File: src/iigs_switch_pkg.sv
package iigs_switch_pkg;

	// C0xx offsets, low byte of the I/O address
	typedef enum logic [7:0] {
		STORE80_OFF  = 8'h00, STORE80_ON  = 8'h01,
		RAMRD_OFF    = 8'h02, RAMRD_ON    = 8'h03,
		RAMWRT_OFF   = 8'h04, RAMWRT_ON   = 8'h05,
		INTCXROM_OFF = 8'h06, INTCXROM_ON = 8'h07,
		ALTZP_OFF    = 8'h08, ALTZP_ON    = 8'h09,
		SLOTC3_OFF   = 8'h0A, SLOTC3_ON   = 8'h0B,
		COL80_OFF    = 8'h0C, COL80_ON    = 8'h0D,
		ALTCHAR_OFF  = 8'h0E, ALTCHAR_ON  = 8'h0F,
		RD_LCBNK2    = 8'h11, RD_RDROM    = 8'h12, RD_RAMRD   = 8'h13,
		RD_RAMWRT    = 8'h14, RD_INTCXROM = 8'h15, RD_ALTZP   = 8'h16,
		RD_SLOTC3    = 8'h17, RD_80STORE  = 8'h18, RD_VBL     = 8'h19,
		RD_TEXT      = 8'h1A, RD_MIXED    = 8'h1B, RD_PAGE2   = 8'h1C,
		RD_HIRES     = 8'h1D, RD_ALTCHAR  = 8'h1E, RD_80COL   = 8'h1F,
		TEXTCOLOR    = 8'h22, VGCINT      = 8'h23, NEWVIDEO   = 8'h29,
		SLTROMSEL    = 8'h2D, VGCINT_CLR  = 8'h32, CLOCKCTL   = 8'h34,
		SHADOW       = 8'h35, CYAREG      = 8'h36, INTEN      = 8'h41,
		INTFLAG      = 8'h46, CLRVBL      = 8'h47,
		TXTCLR       = 8'h50, TXTSET      = 8'h51, MIXCLR     = 8'h52,
		MIXSET       = 8'h53, LOWSCR      = 8'h54, HISCR      = 8'h55,
		LORES        = 8'h56, HIRES       = 8'h57,
		STATEREG     = 8'h68,
		LC_BASE_OFF  = 8'h80 // c080..c08f language card
	} io_reg_e;

	typedef struct packed {
		logic store80;
		logic ramrd;
		logic ramwrt;
		logic altzp;
		logic page2;
		logic hires;
		logic lcram2;
		logic rdrom;
	} mem_switch_t;

	typedef struct packed {
		logic       textg;
		logic       mixg;
		logic       page2;
		logic       hires;
		logic [7:0] newvideo;
		logic [7:0] textcolor;
		logic [3:0] bordercolor;
	} video_state_t;

	typedef struct packed {
		logic scan_en; // vgcint bit 1
		logic sec_en;  // vgcint bit 2
		logic vbl_en;  // inten bit 3
		logic qtr_en;  // inten bit 4
	} irq_en_t;

	// interrupt register write, one cycle strobe
	typedef struct packed {
		logic       strobe;
		io_reg_e    off;
		logic [7:0] data;
	} irq_wr_t;

	localparam logic [7:0] SHADOW_RST    = 8'h08;
	localparam logic [7:0] NEWVIDEO_RST  = 8'h41;
	localparam logic [7:0] CYAREG_RST    = 8'h80;
	localparam logic [7:0] TEXTCOLOR_RST = 8'hF2;

endpackage

File: src/iigs_bus_pkg.sv
package iigs_bus_pkg;

	import iigs_switch_pkg::*;

	localparam logic [7:0] BANK_00 = 8'h00;
	localparam logic [7:0] BANK_01 = 8'h01;
	localparam logic [7:0] BANK_E0 = 8'hE0;
	localparam logic [7:0] BANK_E1 = 8'hE1;

	localparam logic [7:0]  IO_PAGE  = 8'hC0;
	localparam logic [15:0] LC_BASE  = 16'hD000; // language card window
	localparam logic [15:0] LC_TOP   = 16'hDFFF;
	localparam logic [15:0] LC_SHIFT = 16'h1000; // bank 2 sits one 4k block lower

	// one cpu access
	typedef struct packed {
		logic [7:0]  bank;
		logic [15:0] addr;
		logic        rw;    // 1 read, 0 write
		logic [7:0]  wdata;
	} bus_req_t;

	typedef struct packed {
		bus_req_t req;
		logic     is_io;
		io_reg_e  io_reg;
	} dec_req_t;

	typedef struct packed {
		logic [7:0]  bank;
		logic [15:0] addr;
	} mapped_addr_t;

endpackage

File: src/iigs_glue.sv
`timescale 1ns/1ns

module iigs_glue
	import iigs_bus_pkg::*;
	import iigs_switch_pkg::*;
#(
	parameter bit IO_BANK_MASK_EN = 1'b1
) (
	input  logic         clk_sys,
	input  logic         cpu_vda,
	input  logic         req_valid,
	input  bus_req_t     req,
	input  logic         vblank,
	input  logic         scanline_irq,
	input  logic         vbl_irq,
	input  logic         onesecond_irq,
	input  logic         qtrsecond_irq,
	output logic         rd_valid,
	output logic [7:0]   rd_data,
	output logic         mem_valid,
	output mapped_addr_t mem_addr,
	output video_state_t video,
	output logic         irq
);

	logic        dec_valid;
	dec_req_t    dec;
	mem_switch_t mem_sw;
	irq_wr_t     irq_wr;
	irq_en_t     irq_en;
	logic [7:0]  vgcint;
	logic [7:0]  intflag;

	// stage 1
	io_decode #(
		.IO_BANK_MASK_EN(IO_BANK_MASK_EN)
	) u_io_decode (
		.clk_sys  (clk_sys),
		.cpu_vda  (cpu_vda),
		.req_valid(req_valid),
		.req      (req),
		.dec_valid(dec_valid),
		.dec      (dec)
	);

	// stage 2, io side
	softswitch_regs u_softswitch_regs (
		.clk_sys  (clk_sys),
		.cpu_vda  (cpu_vda),
		.dec_valid(dec_valid),
		.dec      (dec),
		.vblank   (vblank),
		.irq_en   (irq_en),
		.vgcint   (vgcint),
		.intflag  (intflag),
		.mem_sw   (mem_sw),
		.video    (video),
		.irq_wr   (irq_wr),
		.rd_valid (rd_valid),
		.rd_data  (rd_data)
	);

	// stage 2, memory side
	memory_map u_memory_map (
		.clk_sys  (clk_sys),
		.cpu_vda  (cpu_vda),
		.dec_valid(dec_valid),
		.dec      (dec),
		.mem_sw   (mem_sw),
		.mem_valid(mem_valid),
		.mem_addr (mem_addr)
	);

	irq_ctrl u_irq_ctrl (
		.clk_sys      (clk_sys),
		.cpu_vda      (cpu_vda),
		.scanline_irq (scanline_irq),
		.vbl_irq      (vbl_irq),
		.onesecond_irq(onesecond_irq),
		.qtrsecond_irq(qtrsecond_irq),
		.irq_wr       (irq_wr),
		.irq_en       (irq_en),
		.vgcint       (vgcint),
		.intflag      (intflag),
		.irq          (irq)
	);

endmodule

File: src/io_decode.sv
`timescale 1ns/1ns

module io_decode
	import iigs_bus_pkg::*;
	import iigs_switch_pkg::*;
#(
	parameter bit IO_BANK_MASK_EN = 1'b1
) (
	input  logic     clk_sys,
	input  logic     cpu_vda,
	input  logic     req_valid,
	input  bus_req_t req,
	output logic     dec_valid,
	output dec_req_t dec
);

	logic main_bank;
	logic shadow_bank;
	logic bank_ok;
	logic is_io;

	assign main_bank   = (req.bank == BANK_00) || (req.bank == BANK_E0);
	assign shadow_bank = (req.bank == BANK_01) || (req.bank == BANK_E1);

	// 01/e1 only see the io page when enabled
	assign bank_ok = main_bank || (IO_BANK_MASK_EN && shadow_bank);
	assign is_io   = bank_ok && (req.addr[15:8] == IO_PAGE);

	always_ff @(posedge clk_sys or posedge cpu_vda) begin
		if (cpu_vda) begin
			dec_valid <= 1'b0;
		end else begin
			dec_valid <= req_valid;
		end
	end

	always_ff @(posedge clk_sys) begin
		if (req_valid) begin
			dec.req    <= req;
			dec.is_io  <= is_io;
			dec.io_reg <= io_reg_e'(req.addr[7:0]); // offset within c0xx
		end
	end

endmodule

File: src/irq_ctrl.sv
`timescale 1ns/1ns

module irq_ctrl
	import iigs_switch_pkg::*;
(
	input  logic       clk_sys,
	input  logic       cpu_vda,
	input  logic       scanline_irq,
	input  logic       vbl_irq,
	input  logic       onesecond_irq,
	input  logic       qtrsecond_irq,
	input  irq_wr_t    irq_wr,
	output irq_en_t    irq_en,
	output logic [7:0] vgcint,
	output logic [7:0] intflag,
	output logic       irq
);

	logic scan_st; // vgcint bit 5
	logic sec_st;  // vgcint bit 6
	logic vgc_any; // vgcint bit 7
	logic vbl_fl;
	logic qtr_fl;

	assign vgcint  = {vgc_any, sec_st, scan_st, 5'b00000};
	assign intflag = {3'b000, qtr_fl, vbl_fl, 3'b000};

	always_ff @(posedge clk_sys or posedge cpu_vda) begin
		if (cpu_vda) begin
			irq_en  <= '0;
			scan_st <= 1'b0;
			sec_st  <= 1'b0;
			vgc_any <= 1'b0;
			vbl_fl  <= 1'b0;
			qtr_fl  <= 1'b0;
			irq     <= 1'b0;
		end else begin
			if (irq_wr.strobe) begin
				case (irq_wr.off)
					VGCINT: begin
						irq_en.sec_en  <= irq_wr.data[2];
						irq_en.scan_en <= irq_wr.data[1];
					end
					INTEN: begin // mouse enables in bits 2:0 not modelled
						irq_en.qtr_en <= irq_wr.data[4];
						irq_en.vbl_en <= irq_wr.data[3];
					end
					VGCINT_CLR: begin
						if (!irq_wr.data[5])
							scan_st <= 1'b0;
						if (!irq_wr.data[6])
							sec_st <= 1'b0;
						// summary bit drops once neither source is left pending
						if ((!scan_st || !irq_wr.data[5]) && (!sec_st || !irq_wr.data[6]))
							vgc_any <= 1'b0;
					end
					CLRVBL: begin
						vbl_fl <= 1'b0;
						qtr_fl <= 1'b0;
					end
					default: ;
				endcase
			end
			// new events win over a clear on the same edge
			if (scanline_irq) begin
				scan_st <= 1'b1; // status set even when masked
				if (irq_en.scan_en)
					vgc_any <= 1'b1;
			end
			if (onesecond_irq && irq_en.sec_en) begin
				sec_st  <= 1'b1;
				vgc_any <= 1'b1;
			end
			if (vbl_irq && irq_en.vbl_en)
				vbl_fl <= 1'b1;
			if (qtrsecond_irq && irq_en.qtr_en)
				qtr_fl <= 1'b1;
			irq <= (sec_st && irq_en.sec_en) || (scan_st && irq_en.scan_en)
				|| (vbl_fl && irq_en.vbl_en) || (qtr_fl && irq_en.qtr_en);
		end
	end

endmodule

File: src/memory_map.sv
`timescale 1ns/1ns

module memory_map
	import iigs_bus_pkg::*;
	import iigs_switch_pkg::*;
(
	input  logic         clk_sys,
	input  logic         cpu_vda,
	input  logic         dec_valid,
	input  dec_req_t     dec,
	input  mem_switch_t  mem_sw,
	output logic         mem_valid,
	output mapped_addr_t mem_addr
);

	logic [7:0] page;
	logic main_bank;
	logic rw_aux;
	logic aux_sel;
	logic lc_remap;
	logic mem_acc;
	mapped_addr_t mapped;

	assign page      = dec.req.addr[15:8];
	assign main_bank = (dec.req.bank == BANK_00) || (dec.req.bank == BANK_E0);
	assign rw_aux    = dec.req.rw ? mem_sw.ramrd : mem_sw.ramwrt;
	assign mem_acc   = dec_valid && !dec.is_io;

	always_comb begin
		if (page[7:1] == 7'h00 || page[7:6] == 2'b11) begin
			aux_sel = mem_sw.altzp; // zp, stack and lc space
		end else if (page[7:2] == 6'b000001 && mem_sw.store80) begin
			aux_sel = mem_sw.page2; // text page 1
		end else if (page[7:5] == 3'b001 && mem_sw.store80 && mem_sw.hires) begin
			aux_sel = mem_sw.page2; // hires page 1
		end else begin
			aux_sel = rw_aux;
		end
	end

	assign lc_remap = main_bank && (dec.req.addr >= LC_BASE) && (dec.req.addr <= LC_TOP)
		&& mem_sw.lcram2 && !mem_sw.rdrom;

	always_comb begin
		mapped.addr = lc_remap ? dec.req.addr - LC_SHIFT : dec.req.addr;
		mapped.bank = (main_bank && aux_sel) ? dec.req.bank + 8'h01 : dec.req.bank;
	end

	always_ff @(posedge clk_sys or posedge cpu_vda) begin
		if (cpu_vda) begin
			mem_valid <= 1'b0;
		end else begin
			mem_valid <= mem_acc;
		end
	end

	always_ff @(posedge clk_sys) begin
		if (mem_acc) begin
			mem_addr <= mapped;
		end
	end

	// the c0xx page of banks 00 and e0 never reaches the memory side
	assert property (@(posedge clk_sys) disable iff (cpu_vda)
		mem_valid |-> $past(!(main_bank && page == IO_PAGE)));

endmodule

File: src/softswitch_regs.sv
`timescale 1ns/1ns

module softswitch_regs
	import iigs_bus_pkg::*;
	import iigs_switch_pkg::*;
(
	input  logic         clk_sys,
	input  logic         cpu_vda,
	input  logic         dec_valid,
	input  dec_req_t     dec,
	input  logic         vblank,
	input  irq_en_t      irq_en,
	input  logic [7:0]   vgcint,
	input  logic [7:0]   intflag,
	output mem_switch_t  mem_sw,
	output video_state_t video,
	output irq_wr_t      irq_wr,
	output logic         rd_valid,
	output logic [7:0]   rd_data
);

	logic [7:0] reg_off;
	logic io_acc;
	logic io_rd;
	logic io_wr;
	logic lc_acc;
	logic intcxrom;
	logic slotc3rom;
	logic col80;
	logic altchar;
	logic lc_we;
	logic prewrite; // first odd read seen
	logic textg;
	logic mixg;
	logic [7:0] newvideo;
	logic [7:0] textcolor;
	logic [3:0] bordercolor;
	logic [7:0] sltromsel;
	logic [7:0] shadow;
	logic [7:0] cyareg;
	logic [7:0] rd_next;

	function automatic logic [7:0] flag_byte(input logic f);
		return {f, 7'h00};
	endfunction

	assign reg_off = dec.io_reg;
	assign io_acc  = dec_valid && dec.is_io;
	assign io_rd   = io_acc && dec.req.rw;
	assign io_wr   = io_acc && !dec.req.rw;
	assign lc_acc  = io_acc && ((reg_off & 8'hF0) == LC_BASE_OFF);

	// irq_ctrl updates on the same edge as the switches
	always_comb begin
		irq_wr.strobe = io_wr && (dec.io_reg inside {VGCINT, VGCINT_CLR, INTEN, CLRVBL});
		irq_wr.off    = dec.io_reg;
		irq_wr.data   = dec.req.wdata;
	end

	always_ff @(posedge clk_sys or posedge cpu_vda) begin
		if (cpu_vda) begin
			mem_sw      <= '0;
			intcxrom    <= 1'b0;
			slotc3rom   <= 1'b0;
			col80       <= 1'b0;
			altchar     <= 1'b0;
			lc_we       <= 1'b0;
			prewrite    <= 1'b0;
			textg       <= 1'b0;
			mixg        <= 1'b0;
			newvideo    <= NEWVIDEO_RST;
			textcolor   <= TEXTCOLOR_RST;
			bordercolor <= 4'h0;
			sltromsel   <= 8'h00;
			shadow      <= SHADOW_RST;
			cyareg      <= CYAREG_RST;
		end else if (io_acc) begin
			if (io_wr) begin
				case (dec.io_reg)
					STORE80_OFF, STORE80_ON:   mem_sw.store80 <= reg_off[0];
					INTCXROM_OFF, INTCXROM_ON: intcxrom <= reg_off[0];
					ALTZP_OFF, ALTZP_ON:       mem_sw.altzp <= reg_off[0];
					SLOTC3_OFF, SLOTC3_ON:     slotc3rom <= reg_off[0];
					COL80_OFF, COL80_ON:       col80 <= reg_off[0];
					ALTCHAR_OFF, ALTCHAR_ON:   altchar <= reg_off[0];
					TEXTCOLOR: textcolor <= dec.req.wdata;
					NEWVIDEO:  newvideo <= dec.req.wdata;
					SLTROMSEL: sltromsel <= dec.req.wdata;
					CLOCKCTL:  bordercolor <= dec.req.wdata[3:0]; // low nibble only
					SHADOW:    shadow <= dec.req.wdata;
					CYAREG:    cyareg <= dec.req.wdata;
					STATEREG: begin
						{mem_sw.altzp, mem_sw.page2, mem_sw.ramrd, mem_sw.ramwrt,
							mem_sw.rdrom, mem_sw.lcram2, lc_we, intcxrom} <= dec.req.wdata;
					end
					default: ;
				endcase
			end
			// these toggle on read or write
			case (dec.io_reg)
				RAMRD_OFF, RAMRD_ON:   mem_sw.ramrd <= reg_off[0];
				RAMWRT_OFF, RAMWRT_ON: mem_sw.ramwrt <= reg_off[0];
				TXTCLR, TXTSET:        textg <= reg_off[0];
				MIXCLR, MIXSET:        mixg <= reg_off[0];
				LOWSCR, HISCR:         mem_sw.page2 <= reg_off[0];
				LORES, HIRES:          mem_sw.hires <= reg_off[0];
				default: ;
			endcase
			if (lc_acc) begin
				mem_sw.lcram2 <= ~reg_off[3];
				mem_sw.rdrom  <= reg_off[0] ^ reg_off[1];
				if (io_rd && reg_off[0]) begin
					lc_we    <= prewrite; // second odd read enables writes
					prewrite <= 1'b1;
				end else begin
					lc_we    <= 1'b0;
					prewrite <= 1'b0;
				end
			end
		end
	end

	always_comb begin
		rd_next = 8'h00;
		case (dec.io_reg)
			RD_LCBNK2:   rd_next = flag_byte(mem_sw.lcram2);
			RD_RDROM:    rd_next = flag_byte(mem_sw.rdrom);
			RD_RAMRD:    rd_next = flag_byte(mem_sw.ramrd);
			RD_RAMWRT:   rd_next = flag_byte(mem_sw.ramwrt);
			RD_INTCXROM: rd_next = flag_byte(intcxrom);
			RD_ALTZP:    rd_next = flag_byte(mem_sw.altzp);
			RD_SLOTC3:   rd_next = flag_byte(slotc3rom);
			RD_80STORE:  rd_next = flag_byte(mem_sw.store80);
			RD_VBL:      rd_next = flag_byte(!vblank);
			RD_TEXT:     rd_next = flag_byte(textg);
			RD_MIXED:    rd_next = flag_byte(mixg);
			RD_PAGE2:    rd_next = flag_byte(mem_sw.page2);
			RD_HIRES:    rd_next = flag_byte(!mem_sw.hires);
			RD_ALTCHAR:  rd_next = flag_byte(altchar);
			RD_80COL:    rd_next = flag_byte(col80);
			TEXTCOLOR:   rd_next = textcolor;
			VGCINT:      rd_next = vgcint | {5'b0, irq_en.sec_en, irq_en.scan_en, 1'b0};
			NEWVIDEO:    rd_next = newvideo;
			SLTROMSEL:   rd_next = sltromsel;
			CLOCKCTL:    rd_next = {4'h0, bordercolor};
			SHADOW:      rd_next = shadow;
			CYAREG:      rd_next = cyareg;
			INTEN:       rd_next = {3'b000, irq_en.qtr_en, irq_en.vbl_en, 3'b000};
			INTFLAG:     rd_next = intflag;
			// bit 1 carries lc_we
			STATEREG: rd_next = {mem_sw.altzp, mem_sw.page2, mem_sw.ramrd, mem_sw.ramwrt,
				mem_sw.rdrom, mem_sw.lcram2, lc_we, intcxrom};
			default: ;
		endcase
	end

	always_ff @(posedge clk_sys or posedge cpu_vda) begin
		if (cpu_vda) begin
			rd_valid <= 1'b0;
		end else begin
			rd_valid <= io_rd;
		end
	end

	always_ff @(posedge clk_sys) begin
		if (io_rd) begin
			rd_data <= rd_next; // sampled before this access takes effect
		end
	end

	always_comb begin
		video.textg       = textg;
		video.mixg        = mixg;
		video.page2       = mem_sw.page2;
		video.hires       = mem_sw.hires;
		video.newvideo    = newvideo;
		video.textcolor   = textcolor;
		video.bordercolor = bordercolor;
	end

	// enables are merged into the low bits of the vgcint byte on readback
	assert property (@(posedge clk_sys) disable iff (cpu_vda)
		vgcint[4:0] == 5'b00000);

endmodule

File: config.mk
export PLATFORM = sky130hd
export DESIGN_NAME = iigs_glue
export DESIGN_NICKNAME = d
export VERILOG_FILES = /design/src/iigs_switch_pkg.sv /design/src/iigs_bus_pkg.sv /design/src/iigs_glue.sv /design/src/io_decode.sv /design/src/irq_ctrl.sv /design/src/memory_map.sv /design/src/softswitch_regs.sv
export SDC_FILE = /design/constraint.sdc
export NUM_CORES = 1
export LEC_CHECK = 0
export ABC_AREA = 1
export ABC_CLOCK_PERIOD_IN_PS = 5630
export BUFFER_PORTS_ARGS = -buffer_cell sky130_fd_sc_hd__buf_2
export CAP_MARGIN = 20
export CORE_MARGIN = 4
export CORE_UTILIZATION = 45
export DETAILED_ROUTE_END_ITERATION = 8
export PLACE_DENSITY = 0.65
export SKIP_LAST_GASP = 1
export SLEW_MARGIN = 20
export SYNTH_ARGS = -nofsm -noshare
export SYNTH_HDL_FRONTEND = slang
export SYNTH_SLANG_ARGS = --single-unit
File: constraint.sdc
create_clock -name clk_sys -period 5.63 [get_ports clk_sys]
set_input_delay 0.563 -clock clk_sys [delete_from_list [all_inputs] [get_ports clk_sys]]
set_output_delay 0.563 -clock clk_sys [all_outputs]
set_load 0.03 [all_outputs]
# Word-level counts from Yosys, hierarchy flattened

Index checks and enable logic that the tools add are counted.

Add/subtract/negate cells: 2
$lt $le $gt $ge: 2
Eq/ne operators: 61
Reduce and logical (&&, ||, !) cells: 104
Muxes and demuxes: 41
Bitwise gates (word level): 3

Operator list:

| cell                     | count |
|---|---|
| $pmux W8 S25             | 1 |
| $eq A8 B5 Y1 const B     | 15 |
| $eq A8 B7 Y1 const B     | 12 |
| $eq A8 B4 Y1 const B     | 8 |
| $eq A8 B6 Y1 const B     | 8 |
| $reduce_and A3 Y1        | 18 |
| $reduce_bool A2 Y1       | 18 |
| $eq A8 B3 Y1 const B     | 4 |
| $eq A8 B8 Y1 const B     | 4 |
| $mux W1                  | 31 |
| $logic_and A1 B1 Y1      | 24 |
| $logic_not A8 Y1         | 3 |
| $reduce_or A2 Y1         | 12 |
| $eq A8 B1 Y1 const B     | 2 |
| $eq A8 B2 Y1 const B     | 2 |
| $ge A16 B16 Y1 const B   | 1 |
| $le A16 B16 Y1 const B   | 1 |
| $mux W16                 | 1 |
| $reduce_and A2 Y1        | 8 |
| $sub A16 B13 Y16 const B | 1 |
| $logic_or A1 B1 Y1       | 10 |
| $logic_not A1 Y1         | 9 |
| $add A8 B1 Y8 const B    | 1 |
| $mux W2                  | 4 |
| 14 further kinds         | 15 |

Output and inout bits: 59
Word-level logic and storage cells: 257
Register bits after elaboration: 147
Input port bits: 41

# Longest topological paths before layout

Gate-level depths: netlist of run 1.

Depth in word-level cells: 9
Depth in mapped cells: 11
Mapped depth without buffers: 10

# Cells and area by module

From an unflattened synthesis of run 1, not the netlist that was laid out.

Cell total of the unflattened synthesis: 822
Area, all modules: 7144.4 um^2

By module, submodules not included:

| module          | area each (um^2) | instances | cells each |
|---|---|---|---|
| softswitch_regs | 4010.1           | 1         | 534 |
| memory_map      | 1249.9           | 1         | 128 |
| io_decode       | 1189.9           | 1         | 61 |
| irq_ctrl        | 694.4            | 1         | 99 |

# Worst setup path after synthesis of run 1

No wires, ideal clock.

Kind: register to register
From: register u_io_decode.dec[18] (netlist name)
To: register u_softswitch_regs.rd_data[3], data pin
Cell stages (with the launch flop): 10
Arrival: 1.628 ns
Library setup time: 0.254 ns
Path slack: 3.747 ns
Path buffers: 1
Cells stage by stage: edfxtp_1 clkbuf_1 inv_1 ha_1 inv_1 nor2_2 nand2_1 inv_1 a21oi_1 nand2_1

RTL lines:

| item                 | line                   | RTL |
|---|---|---|
| to (signal assigned) | softswitch_regs.sv:167 | `rd_data <= rd_next;` |
| to (decl)            | softswitch_regs.sv:19  | `output logic [7:0] rd_data` |

==> metrics.txt, run 1 <==
ANT cells=0; Vias/cell=5.29; Mapped Area=0.00656 mm²; Seq pwr share=45.7%; Die X=129 µm; Data arrival, critical path=2.47 ns; critical path capture point type=flop; endpoints failing setup=0; final hold viol count=0; Fin Setup TNS=0 ns; Logic pwr share=a little under a tenth; core occupancy in the finished layout=55.1%; Rows=between 40 and 50; Synth warnings=0; clock period minus worst slack=2.29 ns; Layout fillers=1,310; maximum clock rate=436 MHz; Max Buffers Root-to-Sink=2; Register-to-Register Path Depth=9; CTS buffer count=17; Req. time, crit path=5.81 ns; Final Skew=about 0.007 ns; postcts setup bufs=0; Reg clk slew, reported paths=0.06 ns; All-Layer GR Usage=roughly 22%; RSZ-0062 raised after global routing=false; register area share after synthesis=58.2%; clock tree sinks=between 100 and 150; Pre-antenna DRT Iters=5; vias in the first global route=5,047; share of synthesized flip-flops with an asynchronous set or reset=52.5%; pre-CTS setup slack=between 3 and 4 ns; CTS tree=done; status=finished, final reports clean; num ports=100; post-route clock period utilization=between 40% and 50%; nets=844; synth unique cells=35; Crit Path Max Fanout=14; Sw Share=25.8%; first-pass GRT wire length=27.8 mm; max_cap viols=0; Worst Hold Class=primary input to flop; H-tree levels=4; Die Ht=129 µm; Area Overhead vs Synth=18.4%; syn_area_per_cell=9.46 µm²; initial antenna violation count=0; number of synthesized register bits=139; maximum VDD drop=0.000177 V; largest net degree at the start of global routing=74; Cells after Synth=roughly 690; number of DRC markers in iteration 0=542; DRC=0; Routed Antenna Nets=0; final worst setup slack=3.34 ns; Psw=roughly 670 µW; RePlAce Congestion=0.948; Leak Pwr=between 3 and 4 nW; Int Power=1.92 mW; Max-slew headroom=29.8%; worst hold stages=1; HPWL Detailed=approximately 13 mm; total gr overflow=0; final WL=17.4 mm; Post-synth EDFFs=66; Post-synth top flop=edfxtp_1; Buffers on Ports=99; PostCTS Resize Cnt=0; die area=0.0166 mm²; layout cells sized above 1=24.7%; Routed WL per cell=around 18 µm; flop2flop setup slack=3.34 ns; core area=approximately 0.014 mm²; net count after synthesis=around 740; final slew viol count=0; worst skew pair latency=0.43 ns; measured slew at the worst slew-check pin=1.05 ns; PwrDens=333 mW/mm²; WS Path Type=flop to flop; Clock power frac=44.8%; via count=5,220; Worst Setup Start Kind=flop; Initial Util=46.6%; hold_buf cts=0; root buffer cell=clkbuf_16
==> flip-flops by register name (all words and copies together), names as in the netlist, 4 cells and up <==
name,count
u_irq_ctrl.irq_en,4
u_softswitch_regs.cyareg,8
u_io_decode.dec,34
u_softswitch_regs.rd_data,8
u_softswitch_regs.sltromsel,8
u_softswitch_regs.newvideo,8
u_memory_map.mem_addr,24
u_softswitch_regs.bordercolor,4
u_softswitch_regs.mem_sw,8
u_softswitch_regs.shadow,8
u_softswitch_regs.textcolor,8
==> layout by cell type (no fill, tap or decap), types with 12 or more instances in the layout <==
master | Yosys | final
nor2_1 | 52 | 50
nand4_1 | 12 | 12
o21ai_2 | 17 | 17
o21ai_0 | 17 | 17
a21oi_1 | 12 | 12
buf_2 | 2 | 99
inv_1 | 74 | 73
nand2_1 | 189 | 189
edfxtp_1 | 66 | 66
clkbuf_16 | 0 | 17
o21ai_1 | 44 | 44
nand3_1 | 49 | 49
dfrtp_1 | 64 | 64
==> layout make-up <==
class	count	area [µm²]	area share (%)
flip-flops and latches	139	3820	49.1
multi-input cells	453	2290	29.5
clock inverters	13	161	2.08
clock buffers	19	453	5.83
repair buffers	101	510	6.57
well taps	180	225	2.90
inverters	82	309	3.98
==> cell families (layout without fill, tap and decap cells) <==
group                      count (synthesis)  after routing  synth area share (%)
adders and majority gates                  9              9                  1.72
buffers and inverters                    102            215                  6.92
and+or+nand+nor                          340            340                  23.8
AOI/OAI and AO/OA                        104            104                  9.36
DFF                                      139            139                  58.2
==> final timing paths <==
kind | to | start
setup / recovery | u_memory_map.mem_addr[14] | u_io_decode.dec[18]
hold / removal | u_io_decode.dec[16] | req[7]
setup reg to reg | u_memory_map.mem_addr[14] | u_io_decode.dec[18]
hold reg to reg | u_memory_map.mem_addr[20] | u_io_decode.dec[38]
max in group asynchronous | u_memory_map.mem_valid | cpu_vda
min in group asynchronous | u_softswitch_regs.shadow[2] | cpu_vda
==> Yosys cell counts, drive strengths merged (2+ instances only) <==
cell    instances  area [µm²]
nor4            2        12.5
o22ai           2        12.5
o211ai          6        45.0
a21oi          12        60.1
inv            81         304
buf            13         119
nand3b          2        15.0
nand3          55         328
nor2           64         318
edfxtp         66        1980
dfstp           9         236
ha              9         113
nor3            5        25.0
nand2         200         788
o21ai          78         454
clkbuf          7        26.3
a31oi           3        18.8
nand4          12        75.1
dfrtp          64        1600
==> metal layers <==
metal	routed length [µm]	share of wire (%)	global-route usage [%]
met1	8000	46	32.2
met2	7910	45	33.1
met3	1220	7.0	5.19
met4	295	1.7	7.04
met5	0	0	0
==> worst max-delay path: stages (launching register included) <==
cell	delay, ns
edfxtp_1	0.61
inv_1	0.26
ha_1	0.32
nand2_1	0.12
nor2_1	0.16
nand2_1	0.08
nand2_1	0.12
nand3_1	0.17
nor2_1	0.15
nor2_1	0.05
==> through the flow <==
stage	std cells	total power, mW	instance area (µm²)	hold slack (ns)
2_1_floorplan	694	1.35	6560	0.442
3_3_place_gp	955	1.44	7160	0.436
3_5_place_dp	955	1.45	7160	0.442
4_1_cts	987	2.61	7770	0.289
5_1_grt	987	2.69	7770	0.289
6_report	987	2.59	7770	0.306
==> power by group through the flow <==
stage	combinational (mW)	clock, mW	sequential [mW]
after global routing	0.270	1.23	1.19
after detailed placement	0.245	0	1.20
final	0.246	1.16	1.18
after global placement	0.243	0	1.20
after CTS	0.247	1.17	1.18
after floorplan	0.132	0	1.22
(Power assumes the default switching activity.)
==> run 2: changes to the inputs <==
- ABC_CLOCK_PERIOD_IN_PS: 5630 -> 1900
- PLACE_DENSITY: 0.65 -> 0.67
- clock period: 5.63 -> 1.9 ns (I/O delays scaled with it)
==> run 2 against run 1 <==
Effect of this change: worst setup slack got worse by 3.3 ns; flip-flop and latch count did not move; global-route usage grew 0.52 points; largest cell class unchanged; largest power group unchanged.
==> metrics.txt, run 2 (synthesis gave the netlist of run 1 again) <==
Die Ht=129 µm (unchanged); CTS tree=done; HPWL Detailed=13.0 mm (+0.57%); Final Skew=0.0101 ns (+0.00307 ns); Clock power frac=44.4% (-0.4 points); Logic pwr share=11.0% (+1.5 points); Largest register FFs=34 (unchanged); Routed WL per cell=17.1 µm (-3.0%); Reg clk slew, reported paths=0.06 ns (about the same); root buffer cell=clkbuf_16; Buffers on Ports=99 (unchanged); Pre-antenna DRT Iters=5 (unchanged); Psw=1.98 mW (+200%); Worst Hold Class=primary input to flop; PwrDens=934 mW/mm² (+180%); ANT cells=0 (unchanged); measured slew at the worst slew-check pin=0.514 ns (-0.537 ns); maximum clock rate=534 MHz (+22%); commonest non-fill, non-tap cell in the layout=nand2_1; worst skew pair latency=0.43 ns (about the same); RePlAce Congestion=0.890 (-6.1%); Crit Path Max Fanout=8 (-6); via count=5,410 (+3.6%); Routed Antenna Nets=0 (unchanged); Most flops, register=u_io_decode.dec; nets=902 (+6.9%); pre-CTS setup slack=-0.0340 ns (-3.43 ns); clock tree sinks=139 (unchanged); Layout fillers=1,230 (-6.1%); CP max stage delay=0.43 ns (-0.18 ns); post-route cell area=0.00837 mm² (+7.7%); Area Overhead vs Synth=27.5%; Leak Pwr=3.93 nW (+7.9%); Vias/cell=5.18 (-2.1%); largest net degree at the start of global routing=74 (unchanged); final hold viol count=0 (unchanged); total gr overflow=0 (unchanged); All-Layer GR Usage=22.7% (+0.52 points); die area=0.0166 mm² (unchanged); placed inst area=0.00733 mm² (+2.5%); initial antenna violation count=0 (unchanged); Initial Util=46.6% (unchanged); status=finished, final reports clean; number of DRC markers in iteration 0=530 (-2.2%); Sw Share=25.4% (-0.47 points); maximum VDD drop=0.000677 V (+280%); Fin Hold WS=0.0409 ns (-0.265 ns); Rows=43 (unchanged); H-tree levels=4 (unchanged); Req. time, crit path=2.16 ns (-3.65 ns); layout cells sized above 1=25.5% (+0.89 points); core area=0.0141 mm² (unchanged); critical path capture point type=flop; cell at the slowest stage of the critical path=edfxtp_1; Largest regs=u_io_decode.dec: 34 flops, u_memory_map.mem_addr: 24 flops; Worst Setup Start Kind=flop; final slew viol count=0 (unchanged); Seq pwr share=44.7% (-1.0 points); num ports=100 (unchanged); final WL=17.9 mm (+2.7%); DRC=0 (unchanged); clock period minus worst slack=1.87 ns (-0.420 ns); max_cap viols=0 (unchanged); final worst setup slack=0.0287 ns (-3.31 ns); Int Power=5.83 mW (+200%); CTS buffer count=17 (unchanged); placed insts=975 (+2.1%); first-pass GRT wire length=28.4 mm (+2.0%); crit-path cells=inv_1 -> ha_1 -> nand3_2 -> nor2_4 -> nand2_1 -> o21ai_1 -> nor2_1 -> o211ai_1; Max-slew headroom=65.7% (+36 points); Max Buffers Root-to-Sink=2 (unchanged); most frequent cells in the layout=nand2_1 (189), buf_2 (99), inv_1 (73); post-route clock period utilization=98.5% (+58 points); vias in the first global route=5,312 (+5.3%); Data arrival, critical path=2.13 ns (-0.34 ns); RSZ-0062 raised after global routing=true; Layout Cells excl Fill=1,045 (+5.9%); Die X=129 µm (unchanged); endpoints failing setup=0 (unchanged); WS Path Type=flop to flop
## run 2: cell types whose count changed in the layout (fill, tap and decap cells not counted), sizes merged
cell,change
clkinvlp,-1
inv,-3
clkbuf,+5
dlygate4sd3,+37
bufinv,-1
buf,+21
## run 2: what timing repair did
item / in CTS / in global routing
resized for setup: 1 / 7
buffers inserted: 0 / 1
pin swaps: 0 / 0
setup endpoints to repair: 1 / 25
endpoints found under the hold margin: 100 / 0
hold buffers: 37 / 0
## run 2: final cells by class
type | instances | area [µm²] | share of cell area [%]
Sequential cell | 139 | 3820 | 45.6
Multi-Input combinational cell | 453 | 2320 | 27.8
Timing Repair Buffer | 159 | 1060 | 12.7
Clock buffer | 24 | 524 | 6.26
Inverter | 82 | 313 | 3.74
Tap cell | 180 | 225 | 2.69
Clock inverter | 8 | 98.8 | 1.18
## run 2: power groups by stage
stage               registers (mW)  logic, mW  clock network [mW]
floorplan                     3.62      0.392                   0
global placement              3.54      0.775                   0
detailed placement            3.54      0.785                   0
CTS                           3.49      0.849                3.51
global route                  3.51      0.936                3.65
finish                        3.49      0.857                3.47
## run 2: worst paths after layout
| check | start | to | slack (ns) | cells after the start |
|---|---|---|---|---|
| worst max register to register | u_io_decode.dec[18] | u_softswitch_regs.rd_data[5] | 0.03 | 8 |
| min in group asynchronous | cpu_vda | u_irq_ctrl.irq | 0.42 | 4 |
| worst min register to register | u_io_decode.dec[37] | u_memory_map.mem_addr[19] | 0.45 | 0 |
| worst max-delay path | u_io_decode.dec[18] | u_softswitch_regs.rd_data[5] | 0.03 | 8 |
| worst min-delay path | onesecond_irq | u_irq_ctrl.sec_st | 0.04 | 3 |
| max in group asynchronous | cpu_vda | u_softswitch_regs.newvideo[6] | 1.14 | 4 |
## run 2: routing by layer
metal / up-vias / global-route usage [%] / share of wire (%)
met5: - / 0 / 0
met4: 0 / 9.70 / 2.5
met3: 35 / 4.98 / 6.0
met2: 180 / 34.0 / 45
met1: 2575 / 32.0 / 46
li1: 2620 / - / -
## run 2: critical path: cells and delay by family (launching register included)
family / cells / cell delay (ns)
buffers and inverters: 1 / 0.14
DFF: 1 / 0.43
AOI/OAI and AO/OA: 2 / 0.20
and+or+nand+nor: 4 / 0.65
adders and majority gates: 1 / 0.28
## run 2: stage by stage
stage / power (mW) / utilization, % / TNS [ns]
global route: 8.10 / 59.4 / -0.165
floorplan: 4.01 / - / 0
CTS: 7.85 / 59.1 / 0
detailed placement: 4.33 / 52.0 / -0.0340
finish: 7.81 / 59.4 / 0
global placement: 4.31 / 52.0 / -0.0259
